File: config.mk
export PLATFORM = sky130hd
export DESIGN_NAME = programmable_sequencer
export DESIGN_NICKNAME = d
export VERILOG_FILES = /design/src/verilog/seq_pkg.sv /design/src/verilog/programmable_sequencer.sv /design/src/verilog/seq_axil_regs.sv /design/src/verilog/seq_step_engine.sv
export SDC_FILE = /design/constraint.sdc
export NUM_CORES = 1
export LEC_CHECK = 0
export BUFFER_PORTS_ARGS = -buffer_cell sky130_fd_sc_hd__buf_2
export CORE_MARGIN = 1.5
export CORE_UTILIZATION = 60
export CTS_BUF_LIST = sky130_fd_sc_hd__clkbuf_16
export CTS_CLUSTER_SIZE = 10
export DETAILED_ROUTE_END_ITERATION = 6
export PLACE_DENSITY = 0.84
export REMOVE_ABC_BUFFERS = 1
export SETUP_SLACK_MARGIN = 0.3
export SYNTH_ARGS = -nofsm -noshare
export SYNTH_HDL_FRONTEND = slang
export SYNTH_SLANG_ARGS = --single-unit
File: constraint.sdc
create_clock -name clk -period 4.8 [get_ports clk]
set_input_delay 0.24 -clock clk [delete_from_list [all_inputs] [get_ports clk]]
set_output_delay 0.24 -clock clk [all_outputs]
set_load 0.01 [all_outputs]
File: src/verilog/seq_pkg.sv
/*
 * Step sequencer shared definitions
 * Sizes, vector types, the register map and the engine state encoding
 */
`default_nettype none

package seq_pkg;

    // Number of step lines and of table slots
    localparam int MAX_STEPS     = 8;
    localparam int STEP_IDX_W    = 3;
    localparam int COUNT_W       = $clog2(MAX_STEPS + 1);
    localparam int COUNTER_WIDTH = 32;
    localparam int AXIL_ADDR_W   = 8;
    localparam int AXIL_DATA_W   = 32;

    typedef logic [MAX_STEPS-1:0]            step_mask_t;
    typedef logic [STEP_IDX_W-1:0]           step_idx_t;
    typedef logic [COUNT_W-1:0]              step_count_t;
    typedef logic [MAX_STEPS*STEP_IDX_W-1:0] step_table_t;
    typedef logic [COUNTER_WIDTH-1:0]        gap_t;
    typedef logic [AXIL_ADDR_W-1:0]          axil_addr_t;
    typedef logic [AXIL_DATA_W-1:0]          axil_data_t;

    // Byte offsets of the register map
    localparam axil_addr_t REG_CTRL      = 8'h00;
    localparam axil_addr_t REG_STATUS    = 8'h04;
    localparam axil_addr_t REG_GAP       = 8'h08;
    localparam axil_addr_t REG_SLOT0     = 8'h0C;
    localparam axil_addr_t REG_SLOT_LAST = 8'h28;

    // Field positions inside the control and status words
    localparam int CTRL_REPEAT_BIT = 8;
    localparam int STATUS_SLOT_LSB = 4;

    localparam logic [1:0] AXIL_RESP_OKAY = 2'b00;

    typedef enum logic [1:0] {
        ST_IDLE,
        ST_GAP,
        ST_START,
        ST_WAIT
    } engine_state_t;

endpackage

`default_nettype wire
File: src/verilog/programmable_sequencer.sv
/*
 * Programmable step sequencer, top level
 * AXI4-Lite configured table of up to eight steps run by the step engine
 */
`default_nettype none

module programmable_sequencer (
    input  wire logic                               clk,
    input  wire logic                               arst_n,
    // AXI4-Lite slave port
    input  wire seq_pkg::axil_addr_t                awaddr,
    input  wire logic                               awvalid,
    output logic                                    awready,
    input  wire seq_pkg::axil_data_t                wdata,
    input  wire logic [seq_pkg::AXIL_DATA_W/8-1:0]  wstrb,
    input  wire logic                               wvalid,
    output logic                                    wready,
    output logic [1:0]                              bresp,
    output logic                                    bvalid,
    input  wire logic                               bready,
    input  wire seq_pkg::axil_addr_t                araddr,
    input  wire logic                               arvalid,
    output logic                                    arready,
    output seq_pkg::axil_data_t                     rdata,
    output logic [1:0]                              rresp,
    output logic                                    rvalid,
    input  wire logic                               rready,
    // Step lines
    input  wire logic                               enable,
    input  wire seq_pkg::step_mask_t                step_done,
    output seq_pkg::step_mask_t                     step_start,
    output logic                                    busy
);

    // Configuration from the registers
    seq_pkg::step_count_t seq_count;
    logic                 repeat_en;
    seq_pkg::gap_t        gap_cycles;
    seq_pkg::step_table_t step_table;
    // Progress reported back for the status register
    seq_pkg::step_idx_t   cur_slot;

    seq_axil_regs u_regs (
        .clk        (clk),
        .arst_n     (arst_n),
        .awaddr     (awaddr),
        .awvalid    (awvalid),
        .awready    (awready),
        .wdata      (wdata),
        .wstrb      (wstrb),
        .wvalid     (wvalid),
        .wready     (wready),
        .bresp      (bresp),
        .bvalid     (bvalid),
        .bready     (bready),
        .araddr     (araddr),
        .arvalid    (arvalid),
        .arready    (arready),
        .rdata      (rdata),
        .rresp      (rresp),
        .rvalid     (rvalid),
        .rready     (rready),
        .busy       (busy),
        .cur_slot   (cur_slot),
        .seq_count  (seq_count),
        .repeat_en  (repeat_en),
        .gap_cycles (gap_cycles),
        .step_table (step_table)
    );

    seq_step_engine u_engine (
        .clk        (clk),
        .arst_n     (arst_n),
        .enable     (enable),
        .step_done  (step_done),
        .seq_count  (seq_count),
        .repeat_en  (repeat_en),
        .gap_cycles (gap_cycles),
        .step_table (step_table),
        .step_start (step_start),
        .busy       (busy),
        .cur_slot   (cur_slot)
    );

endmodule

`default_nettype wire

File: src/verilog/seq_axil_regs.sv
/*
 * AXI4-Lite register block of the step sequencer
 * Holds count, repeat, gap and the step table, and reads back engine status
 * One write and one read may be outstanding, each on its own channel
 */
`default_nettype none

module seq_axil_regs (
    input  wire logic                                clk,
    input  wire logic                                arst_n,
    // Write address and data channels
    input  wire seq_pkg::axil_addr_t                 awaddr,
    input  wire logic                                awvalid,
    output logic                                     awready,
    input  wire seq_pkg::axil_data_t                 wdata,
    input  wire logic [seq_pkg::AXIL_DATA_W/8-1:0]   wstrb,
    input  wire logic                                wvalid,
    output logic                                     wready,
    // Write response channel
    output logic [1:0]                               bresp,
    output logic                                     bvalid,
    input  wire logic                                bready,
    // Read address and data channels
    input  wire seq_pkg::axil_addr_t                 araddr,
    input  wire logic                                arvalid,
    output logic                                     arready,
    output seq_pkg::axil_data_t                      rdata,
    output logic [1:0]                               rresp,
    output logic                                     rvalid,
    input  wire logic                                rready,
    // Engine status
    input  wire logic                                busy,
    input  wire seq_pkg::step_idx_t                  cur_slot,
    // Configuration towards the engine
    output seq_pkg::step_count_t                     seq_count,
    output logic                                     repeat_en,
    output seq_pkg::gap_t                            gap_cycles,
    output seq_pkg::step_table_t                     step_table
);

    // Shared ready for the address and data halves of a write
    logic                wr_ready;
    logic                wr_fire;
    logic                rd_fire;
    seq_pkg::axil_data_t rd_word;

    // True for a word aligned offset inside the slot window
    function automatic logic is_slot(input seq_pkg::axil_addr_t addr);
        return (addr >= seq_pkg::REG_SLOT0) && (addr <= seq_pkg::REG_SLOT_LAST) &&
               (addr[1:0] == 2'b00);
    endfunction

    // Slot number addressed by an offset in the slot window
    function automatic seq_pkg::step_idx_t slot_of(input seq_pkg::axil_addr_t addr);
        seq_pkg::axil_addr_t offset;
        offset = addr - seq_pkg::REG_SLOT0;
        return offset[seq_pkg::STEP_IDX_W+1:2];
    endfunction

    assign awready = wr_ready;
    assign wready  = wr_ready;
    assign bresp   = seq_pkg::AXIL_RESP_OKAY;
    assign rresp   = seq_pkg::AXIL_RESP_OKAY;

    // The register is updated on the edge that ends the ready pulse
    assign wr_fire = wr_ready && awvalid && wvalid;
    assign rd_fire = arready && arvalid;

    // Write channel handshake
    always_ff @(posedge clk or negedge arst_n) begin
        if (!arst_n) begin
            wr_ready <= 1'b0;
            bvalid   <= 1'b0;
        end else begin
            // Ready is a single cycle pulse and stays low while a response is pending
            wr_ready <= awvalid && wvalid && !wr_ready && !bvalid;
            if (wr_fire) begin
                bvalid <= 1'b1;
            end else if (bvalid && bready) begin
                bvalid <= 1'b0;
            end
        end
    end

    // Configuration registers
    always_ff @(posedge clk or negedge arst_n) begin
        if (!arst_n) begin
            seq_count  <= '0;
            repeat_en  <= 1'b0;
            gap_cycles <= '0;
            step_table <= '0;
        end else if (wr_fire) begin
            // Byte strobes are not looked at, every write replaces the whole word
            case (awaddr)
                seq_pkg::REG_CTRL: begin
                    seq_count <= wdata[seq_pkg::COUNT_W-1:0];
                    repeat_en <= wdata[seq_pkg::CTRL_REPEAT_BIT];
                end
                seq_pkg::REG_GAP: begin
                    gap_cycles <= wdata;
                end
                seq_pkg::REG_STATUS: begin
                    // Status is read only so the write just completes
                end
                default: begin
                    // Only the low bits of a slot word name a step
                    if (is_slot(awaddr)) begin
                        step_table[slot_of(awaddr)*seq_pkg::STEP_IDX_W +: seq_pkg::STEP_IDX_W]
                            <= wdata[seq_pkg::STEP_IDX_W-1:0];
                    end
                end
            endcase
        end
    end

    // Readback mux, unmapped offsets give zero
    always_comb begin
        rd_word = '0;
        case (araddr)
            seq_pkg::REG_CTRL: begin
                rd_word[seq_pkg::COUNT_W-1:0]       = seq_count;
                rd_word[seq_pkg::CTRL_REPEAT_BIT]   = repeat_en;
            end
            seq_pkg::REG_STATUS: begin
                rd_word[0] = busy;
                rd_word[seq_pkg::STATUS_SLOT_LSB +: seq_pkg::STEP_IDX_W] = cur_slot;
            end
            seq_pkg::REG_GAP: begin
                rd_word = gap_cycles;
            end
            default: begin
                if (is_slot(araddr)) begin
                    rd_word[seq_pkg::STEP_IDX_W-1:0] =
                        step_table[slot_of(araddr)*seq_pkg::STEP_IDX_W +: seq_pkg::STEP_IDX_W];
                end
            end
        endcase
    end

    // Read channel handshake
    always_ff @(posedge clk or negedge arst_n) begin
        if (!arst_n) begin
            arready <= 1'b0;
            rvalid  <= 1'b0;
        end else begin
            // No new address is taken until the previous data has been consumed
            arready <= arvalid && !arready && !rvalid;
            if (rd_fire) begin
                rvalid <= 1'b1;
            end else if (rvalid && rready) begin
                rvalid <= 1'b0;
            end
        end
    end

    // Read data is captured with the address and held with rvalid
    always_ff @(posedge clk) begin
        if (rd_fire) begin
            rdata <= rd_word;
        end
    end

endmodule

`default_nettype wire

File: src/verilog/seq_step_engine.sv
/*
 * Step sequencer engine
 * Walks the step table slot by slot, waits out the gap before each step,
 * pulses its start line and holds until the matching done bit is seen
 */
`default_nettype none

module seq_step_engine (
    input  wire logic                  clk,
    input  wire logic                  arst_n,
    input  wire logic                  enable,
    input  wire seq_pkg::step_mask_t   step_done,
    input  wire seq_pkg::step_count_t  seq_count,
    input  wire logic                  repeat_en,
    input  wire seq_pkg::gap_t         gap_cycles,
    input  wire seq_pkg::step_table_t  step_table,
    output seq_pkg::step_mask_t        step_start,
    output logic                       busy,
    output seq_pkg::step_idx_t         cur_slot
);

    seq_pkg::engine_state_t state;
    // Gap cycles still to wait before the current slot is issued
    seq_pkg::gap_t          gap_cnt;
    seq_pkg::step_idx_t     slot;
    // One-hot of the step in flight, used to filter done bits
    seq_pkg::step_mask_t    cur_mask;
    seq_pkg::step_count_t   eff_count;
    seq_pkg::step_idx_t     slot_step;
    seq_pkg::step_mask_t    issue_mask;
    logic                   last_slot;
    logic                   done_hit;

    always_comb begin
        // Counts above the table size run the whole table
        if (seq_count > seq_pkg::step_count_t'(seq_pkg::MAX_STEPS)) begin
            eff_count = seq_pkg::step_count_t'(seq_pkg::MAX_STEPS);
        end else begin
            eff_count = seq_count;
        end

        // The step number is looked up only while the slot is being issued
        slot_step  = step_table[slot*seq_pkg::STEP_IDX_W +: seq_pkg::STEP_IDX_W];
        issue_mask = seq_pkg::step_mask_t'(1) << slot_step;

        // The count is checked again at the end of each pass
        last_slot = (seq_pkg::step_count_t'(slot) + seq_pkg::step_count_t'(1)) >= eff_count;

        // Bits of other steps are ignored
        done_hit = |(step_done & cur_mask);
    end

    // Start line of the current step is high only for the single issue cycle
    assign step_start = (state == seq_pkg::ST_START) ? issue_mask : '0;
    assign busy       = (state != seq_pkg::ST_IDLE);
    assign cur_slot   = slot;

    always_ff @(posedge clk or negedge arst_n) begin
        if (!arst_n) begin
            state   <= seq_pkg::ST_IDLE;
            gap_cnt <= '0;
            slot    <= '0;
        end else begin
            case (state)
                seq_pkg::ST_IDLE: begin
                    // An empty table never leaves idle
                    if (enable && (eff_count != '0)) begin
                        state   <= seq_pkg::ST_GAP;
                        gap_cnt <= gap_cycles;
                        slot    <= '0;
                    end
                end
                seq_pkg::ST_GAP: begin
                    // A loaded value of g keeps this state for g+1 cycles
                    if (gap_cnt == '0) begin
                        state <= seq_pkg::ST_START;
                    end else begin
                        gap_cnt <= gap_cnt - 1'b1;
                    end
                end
                seq_pkg::ST_START: begin
                    state <= seq_pkg::ST_WAIT;
                end
                seq_pkg::ST_WAIT: begin
                    if (done_hit) begin
                        if (!last_slot) begin
                            state   <= seq_pkg::ST_GAP;
                            gap_cnt <= gap_cycles;
                            slot    <= slot + 1'b1;
                        end else if (repeat_en && (eff_count != '0)) begin
                            // Next pass follows straight away with the same gap rule
                            state   <= seq_pkg::ST_GAP;
                            gap_cnt <= gap_cycles;
                            slot    <= '0;
                        end else begin
                            state <= seq_pkg::ST_IDLE;
                        end
                    end
                end
                default: begin
                    state <= seq_pkg::ST_IDLE;
                end
            endcase
        end
    end

    // Remember which step was issued so that later table writes cannot confuse the match
    always_ff @(posedge clk) begin
        if (state == seq_pkg::ST_START) begin
            cur_mask <= issue_mask;
        end
    end

endmodule

`default_nettype wire

==> results of run 1 <==
-- layout by cell type (no fill, tap or decap), types with 7 or more instances in the layout --
| cell | count |
|---|---|
| mux4_2 | 12 |
| a22oi_1 | 11 |
| a22o_1 | 8 |
| nor4_1 | 9 |
| dfrtp_1 | 102 |
| mux2i_1 | 8 |
| ha_1 | 20 |
| clkbuf_16 | 17 |
| mux2_2 | 48 |
| edfxtp_1 | 40 |
| o211ai_1 | 7 |
| or3_1 | 9 |
| inv_1 | 20 |
| buf_4 | 9 |
| nand2_1 | 71 |
| o21ai_0 | 49 |
| nand3_1 | 13 |
| nand4_1 | 10 |
| nor3_1 | 22 |
| nor2_1 | 46 |
| buf_2 | 108 |
| and3_1 | 26 |
| a21oi_1 | 8 |
| o31ai_1 | 7 |
-- logic make-up after synthesis --
group                    after synthesis
AND/OR/NAND/NOR                      243
AO/OA/AOI/OAI                        142
flip-flops                           142
multiplexers                          68
buffers and inverters                 56
adder cells (fa/ha/maj)               20
XOR/XNOR                               2
other                                  1
-- power breakdown --
group,switching [mW],total [mW],internal (mW)
clock,0.490,1.24,0.749
sequential,0.00729,1.27,1.26
combinational,0.0761,0.123,0.0471
total,0.574,2.63,2.06
-- cell type report --
type | count | area (sq um)
clock buffers | 17 | 425
clock inverters | 15 | 128
fillers | 870 | 3430
inverters | 20 | 75.1
multi-input cells | 479 | 3400
flip-flops and latches | 142 | 3750
well taps | 147 | 184
repair buffers | 118 | 618
-- metal layers --
layer / vias to the layer above / wire (microns) / part of all wire (%) / global-route usage, %
li1: 2739 / - / - / -
met1: 2929 / 7370 / 40 / 36.8
met2: 292 / 9200 / 50 / 50.9
met3: 67 / 1210 / 6.6 / 7.70
met4: 0 / 678 / 3.7 / 14.9
met5: - / 0 / 0 / 0
-- state kept, by name, indices dropped and copies added (netlist names) --
name,count
u_engine.cur_mask,8
u_regs.repeat_en,1
u_regs.awready,1
u_regs.rdata,32
u_regs.seq_count,4
u_regs.arready,1
u_engine.gap_cnt,32
u_engine.state,2
u_engine.cur_slot,3
u_regs.rvalid,1
u_regs.gap_cycles,32
u_regs.step_table,24
u_regs.bvalid,1
-- worst paths after layout --
kind	to	slack [ns]	from	depth (start not counted)
setup / recovery	u_engine.gap_cnt[20]	1.27	u_engine.cur_slot[0]	8
hold / removal	u_regs.bvalid	0.007	bready	2
setup reg to reg	u_engine.gap_cnt[20]	1.27	u_engine.cur_slot[0]	8
hold reg to reg	u_regs.arready	0.46	u_regs.rvalid	1
max in group asynchronous	u_engine.cur_slot[2]	3.31	arst_n	3
min in group asynchronous	u_regs.gap_cycles[11]	0.44	arst_n	2
==> impl_results.md, run 1 <==
- Critical path cell sequence: ha_1 > xor2_1 > ha_1 > a2111oi_2 > o31ai_1 > a211oi_1 > inv_1 > a221o_1
- Relative slew slack: between 30 and 40%
- Largest cells by area after synthesis: dfrtp_1, edfxtp_1, mux2_2
- Largest family of logic cells by synthesized area: simple AND/OR/NAND/NOR gates
- Lkg Pwr: 3.88 nW
- Top post-synthesis cells by count: dfrtp_1, nand2_1, o21ai_0
- Die area: roughly 13000 sq um
- Most common cell in the netlist: dfrtp_1
- Post-CTS Resized: 0
- Slowest cell on crit path: dfrtp_1
- Initial antenna violation count: 0
- Die H: 114 microns
- Least-Margin Pin Slew: ~1.0 ns
- Worst-Skew Late Latency: 0.42 ns
- Buf+Inv Stages, Crit Path: 1
- Post-synth EDFFs: 40
- Worst path max stage delay: 0.69 ns
- Vias per inst: 6.43
- Initial core utilization: 61.3%
- Placed insts: 905
- Port bufs: 109
- Area fraction of the dominant cell type after synthesis: 34.6%
- Root buffer cell: clkbuf_16
- Critical Path Start Type: flop
- Wire length of the first global-routing pass: 30200 microns
- Crit path time final: between 3 and 4 ns
- Post-CTS Setup Bufs: 0
- Fraction of layout cells with a size suffix above 1: around 27%
- Async set-reset flop share out of synthesis: 71.8%
- Remaining global-route overflow: 0
- Fin area: around 8600 sq um
- Final Hold Vio Count: 0
- VDD IR max: 266 uV
- Worst setup EP type: flop
- Syn Area/Cell: 10.9 sq um
- Maxcap violations: 0
- Wirelength per Cell: 19.7 microns
- Dpl ws: 1.31 ns
- Synth Area in XOR/XNOR: 0.238%
- Vias in the first global route: 6202
- Cell row count: 40
- Crit path required time: 5.10 ns
- First-pass DRT Iterations: 5
- Netlist cell types: 66
- Dominant cell type by area after synthesis: dfrtp_1
- Layout Skew: 0.00654 ns
- Pin count of the biggest net entering global routing: 61
- Post-Syn Instances: 674
- Detailed placement HPWL: 12600 microns
- Prevailing post-synth register cell: dfrtp_1
- I/O pins: 118
- Final worst slack: between 1 and 1.5 ns
- GP Congestion: around 0.94
- Layout net count: 866
- TNS Setup: 0 ns
- Area share of fa/ha/maj cells after synthesis: 3.40%
- Hold slack final: between 0.007 and 0.008 ns
- CORE AREA: ~12000 sq um
- Delay-heaviest family, CP: compound AO/OA/AOI/OAI gates
- Final-report max-slew violation count: 0
- Final total power: 2.63 mW
- Hold buffer count at CTS: 1
- Final Non-Filler Cells: approximately 940
- CTS H-tree lvls: 4
- Post-Synth Simple-Gate Area: 16.6%
- Chip width: 114 microns
- Final setup violation count: 0
- Unrepaired setup endpoints after global routing: no
- Sink Count: 142
- Period utilisation layout: 73.5%
- Critical path type: flop to flop
- #FFs+latches synth: 142
- Mux contribution to synthesized area: 12.1%
- Synthesized area: 7370 sq um
- CTS tree: yes
- DR DRC count: 0
- Synth-to-Final Area Change: 16.5%
- Antenna Diode Count: 0
- Yosys warns: 0
- DR iter-0 viols: 569
- Most used cell, CP: ha_1
- Gr usage total: 30.4%
- Status: complete, no violations
- Drt total wl: 18500 microns
- Clock slew at reported path FFs: 0.06 ns
- Layout Utilization: 71.5%
- CP max FO: 11
- Crit path DAT: about 3.8 ns
- Pwr Density: 306 nW/um^2
- Remaining antenna violation count: 0
- Max Freq: 0.284 GHz
- Via Count: 6027
- Placed cell areas: 8020 sq um
- Register area share after synthesis: 50.9%
- Synth Area in Compound Gates: 13.5%
- Num CTS Buffers: 17
- Hold WC Path Type: input port to flop
- Clock tree buffer depth: 2
No activity file was read; power rests on OpenSTA's default activity.
==> run 2: changes to the inputs <==
--- a/config.mk
+++ b/config.mk
@@ -7,11 +7,11 @@
 export LEC_CHECK = 0
 export BUFFER_PORTS_ARGS = -buffer_cell sky130_fd_sc_hd__buf_2
 export CORE_MARGIN = 1.5
-export CORE_UTILIZATION = 60
+export CORE_UTILIZATION = 52
 export CTS_BUF_LIST = sky130_fd_sc_hd__clkbuf_16
 export CTS_CLUSTER_SIZE = 10
 export DETAILED_ROUTE_END_ITERATION = 6
-export PLACE_DENSITY = 0.84
+export PLACE_DENSITY = 0.77
 export REMOVE_ABC_BUFFERS = 1
 export SETUP_SLACK_MARGIN = 0.3
 export SYNTH_ARGS = -nofsm -noshare
==> constraint.sdc (replaced) <==
create_clock -name clk -period 3.1 [get_ports clk]
set_input_delay 0.155 -clock clk [delete_from_list [all_inputs] [get_ports clk]]
set_output_delay 0.155 -clock clk [all_outputs]
set_load 0.01 [all_outputs]
==> impl_results.md, run 2 (synthesis gave the netlist of run 1 again) <==
- Lkg Pwr: 4.13 nW (+6.5%)
- Multi-input logic area: 3450 sq um (+1.5%)
- Commonest non-fill, non-tap cell in the layout: buf_2
- Net Sw Frac: 23.2% (+1.4 points)
- Sink Count: 142 (unchanged)
- Clock tree buffer depth: 2 (unchanged)
- Remaining antenna violation count: 0 (unchanged)
- DR iter-0 viols: 398 (-30%)
- Vias in the first global route: 6381 (+2.9%)
- Final worst slack: 0.292 ns (-0.982 ns)
- Pin count of the biggest net entering global routing: 57 (-6.6%)
- Layout Utilization: 66.0% (-5.5 points)
- Hold Crit Start: wdata[3]
- Final setup violation count: 0 (unchanged)
- CTS tree: yes
- Wirelength per Cell: 19.2 microns (-2.5%)
- I/O pins: 118 (unchanged)
- TNS Setup: 0 ns (unchanged)
- VDD IR max: 387 uV (+45%)
- Synth-to-Final Area Change: 24.4%
- Final Non-Filler Cells: 1020 (+8.7%)
- Worst-Skew Late Latency: 0.43 ns (about the same)
- Clock slew at reported path FFs: 0.06 ns (about the same)
- Period utilisation layout: 90.6% (+17 points)
- Final total power: 4.21 mW (+60%)
- Initial antenna violation count: 0 (unchanged)
- Worst setup EP type: flop
- DR DRC count: 0 (unchanged)
- Reg2reg setup slack: 0.29 ns (-0.98 ns)
- Most frequent cells in the layout: buf_2, dfrtp_1, nand2_1, o21ai_0, mux2_2
- Pwr Density: 459 nW/um^2 (+50%)
- Power share of the clock group: 48.0% (+0.9 points)
- Final-report max-slew violation count: 0 (unchanged)
- Initial core utilization: 53.1% (-8.3 points)
- GP Congestion: 0.905 (-3.6%)
- Placed insts: 955 (+5.5%)
- Final Hold Vio Count: 0 (unchanged)
- # fillers: 1050 (+21%)
- Remaining global-route overflow: 0 (unchanged)
- R2R depth: 9 (+1)
- Num CTS Buffers: 17 (unchanged)
- Via Count: 6285 (+4.3%)
- Crit path DAT: 3.12 ns (-0.71 ns)
- Worst flop-to-flop path startpoint: u_engine.cur_slot[0]
- Crit path time final: 2.81 ns (-0.718 ns)
- Vias per inst: 6.16 (-4.1%)
- Critical R2R Capture: u_engine.gap_cnt[20]
- Part of the power in combinational logic: 5.4% (+0.7 points)
- Layout Skew: 0.00853 ns (+0.00199 ns)
- Internal Power: 3.23 mW (+57%)
- NetSw: 977 uW (+70%)
- Crit path required time: 3.41 ns (-1.69 ns)
- Gr usage total: 27.8% (-2.6 points)
- Wire length of the first global-routing pass: 31500 microns (+4.4%)
- CTS H-tree lvls: 4 (unchanged)
- Layout net count: 915 (+5.7%)
- CP max FO: 10 (-1)
- CORE AREA: 13900 sq um (+16%)
- Share of power burned in registers: 46.6% (-1.6 points)
- Max Freq: 0.356 GHz (+26%)
- Hold WC Path Type: input port to flop
- Critical Path Start Type: flop
- Drt total wl: 19600 microns (+6.1%)
- First-pass DRT Iterations: 6 (+1)
- Port bufs: 109 (unchanged)
- Critical path type: flop to flop
- Chip width: 122 microns (+7.2%)
- Largest registers: u_engine.gap_cnt: 32 flops, u_regs.gap_cycles: 32 flops, u_regs.rdata: 32 flops
- Antenna Diode Count: 0 (unchanged)
- Relative slew slack: 43.7% (+13 points)
- Die H: 122 microns (+7.2%)
- Cell row count: 43 (+7.5%)
- Maxcap violations: 0 (unchanged)
- Post-CTS Setup Bufs: 0 (unchanged)
- Worst hold path depth: 2 (unchanged)
- Least-Margin Pin Slew: 0.845 ns (-0.188 ns)
- Dpl ws: 0.0607 ns (-1.25 ns)
- Die area: 14900 sq um (+15%)
- FF/Latch Area: 3750 sq um (unchanged)
- Status: complete, no violations
- Detailed placement HPWL: 13600 microns (+7.9%)
- Hold path endpoint: u_regs.gap_cycles[3]
- Fraction of layout cells with a size suffix above 1: 28.7% (+1.6 points)
- Root buffer cell: clkbuf_16
- Unrepaired setup endpoints after global routing: yes
==> run 2: changes by cell type in the layout (fill, tap and decap cells not counted), moves of 3 or more <==
cell,change
dlygate4sd3_1,+32
buf_4,+17
clkbuf_16,+3
inv_6,+5
clkinv_1,-5
==> run 2: through the flow <==
step	cell area, sq um	hold WS [ns]
floorplan	7220	-0.141
global placement	8190	0.262
detailed placement	8190	0.262
CTS	9140	0.00259
global route	9170	0.00499
finish	9170	0.00497
==> run 2: final cells by class <==
cell class | instances | share of cell area [%]
repair buffers | 167 | 11.6
inverters | 20 | 0.819
multi-input cells | 479 | 37.7
flip-flops and latches | 142 | 41.0
well taps | 180 | 2.46
clock inverters | 12 | 0.997
clock buffers | 20 | 5.46
==> run 2: worst max-delay path by stage <==
stage	start	endpoint	slack [ns]
after global routing	u_engine.cur_slot[0]	u_engine.gap_cnt[26]	0.21
after detailed placement	u_engine.cur_slot[0]	u_engine.gap_cnt[15]	0.06
after CTS	u_engine.cur_slot[0]	u_engine.gap_cnt[20]	0.34
final	u_engine.cur_slot[0]	u_engine.gap_cnt[20]	0.29
after global placement	u_engine.cur_slot[0]	u_engine.gap_cnt[15]	0.14
after floorplan	u_engine.cur_slot[0]	u_engine.gap_cnt[27]	0.04
==> run 2: power groups by stage <==
stage / sequential [mW] / clock [mW] / combinational, mW
2_1_floorplan: 2.01 / 0 / 0.0594
3_3_place_gp: 2.00 / 0 / 0.187
3_5_place_dp: 2.00 / 0 / 0.195
4_1_cts: 1.96 / 2.04 / 0.228
5_1_grt: 1.96 / 2.12 / 0.251
6_report: 1.96 / 2.02 / 0.226
==> run 2: per-layer routing <==
layer	global-route usage, %	wire length (microns)	vias up
met5	0	0	-
met4	13.9	743	0
met3	5.95	1300	63
met2	49.2	10000	313
met1	31.6	7480	3072
li1	-	-	2837
==> run 2: critical path: stages (launching register included) <==
cell and delay, ns:
dfrtp_1 0.41, ha_1 0.34, ha_1 0.34, a2111oi_4 0.10, buf_4 0.15, o311ai_1 0.54, nor2_1 0.12, buf_4 0.21
a32o_1 0.21, a221o_1 0.26
==> run 2: repair_timing <==
| action | 4_1_cts | 5_1_grt |
|---|---|---|
| pin swaps | 0 | 1 |
| endpoints found under the hold margin | 85 | 0 |
| hold buffers | 33 | 0 |
| endpoints found under the setup margin | 29 | 22 |
| resized for setup | 4 | 6 |
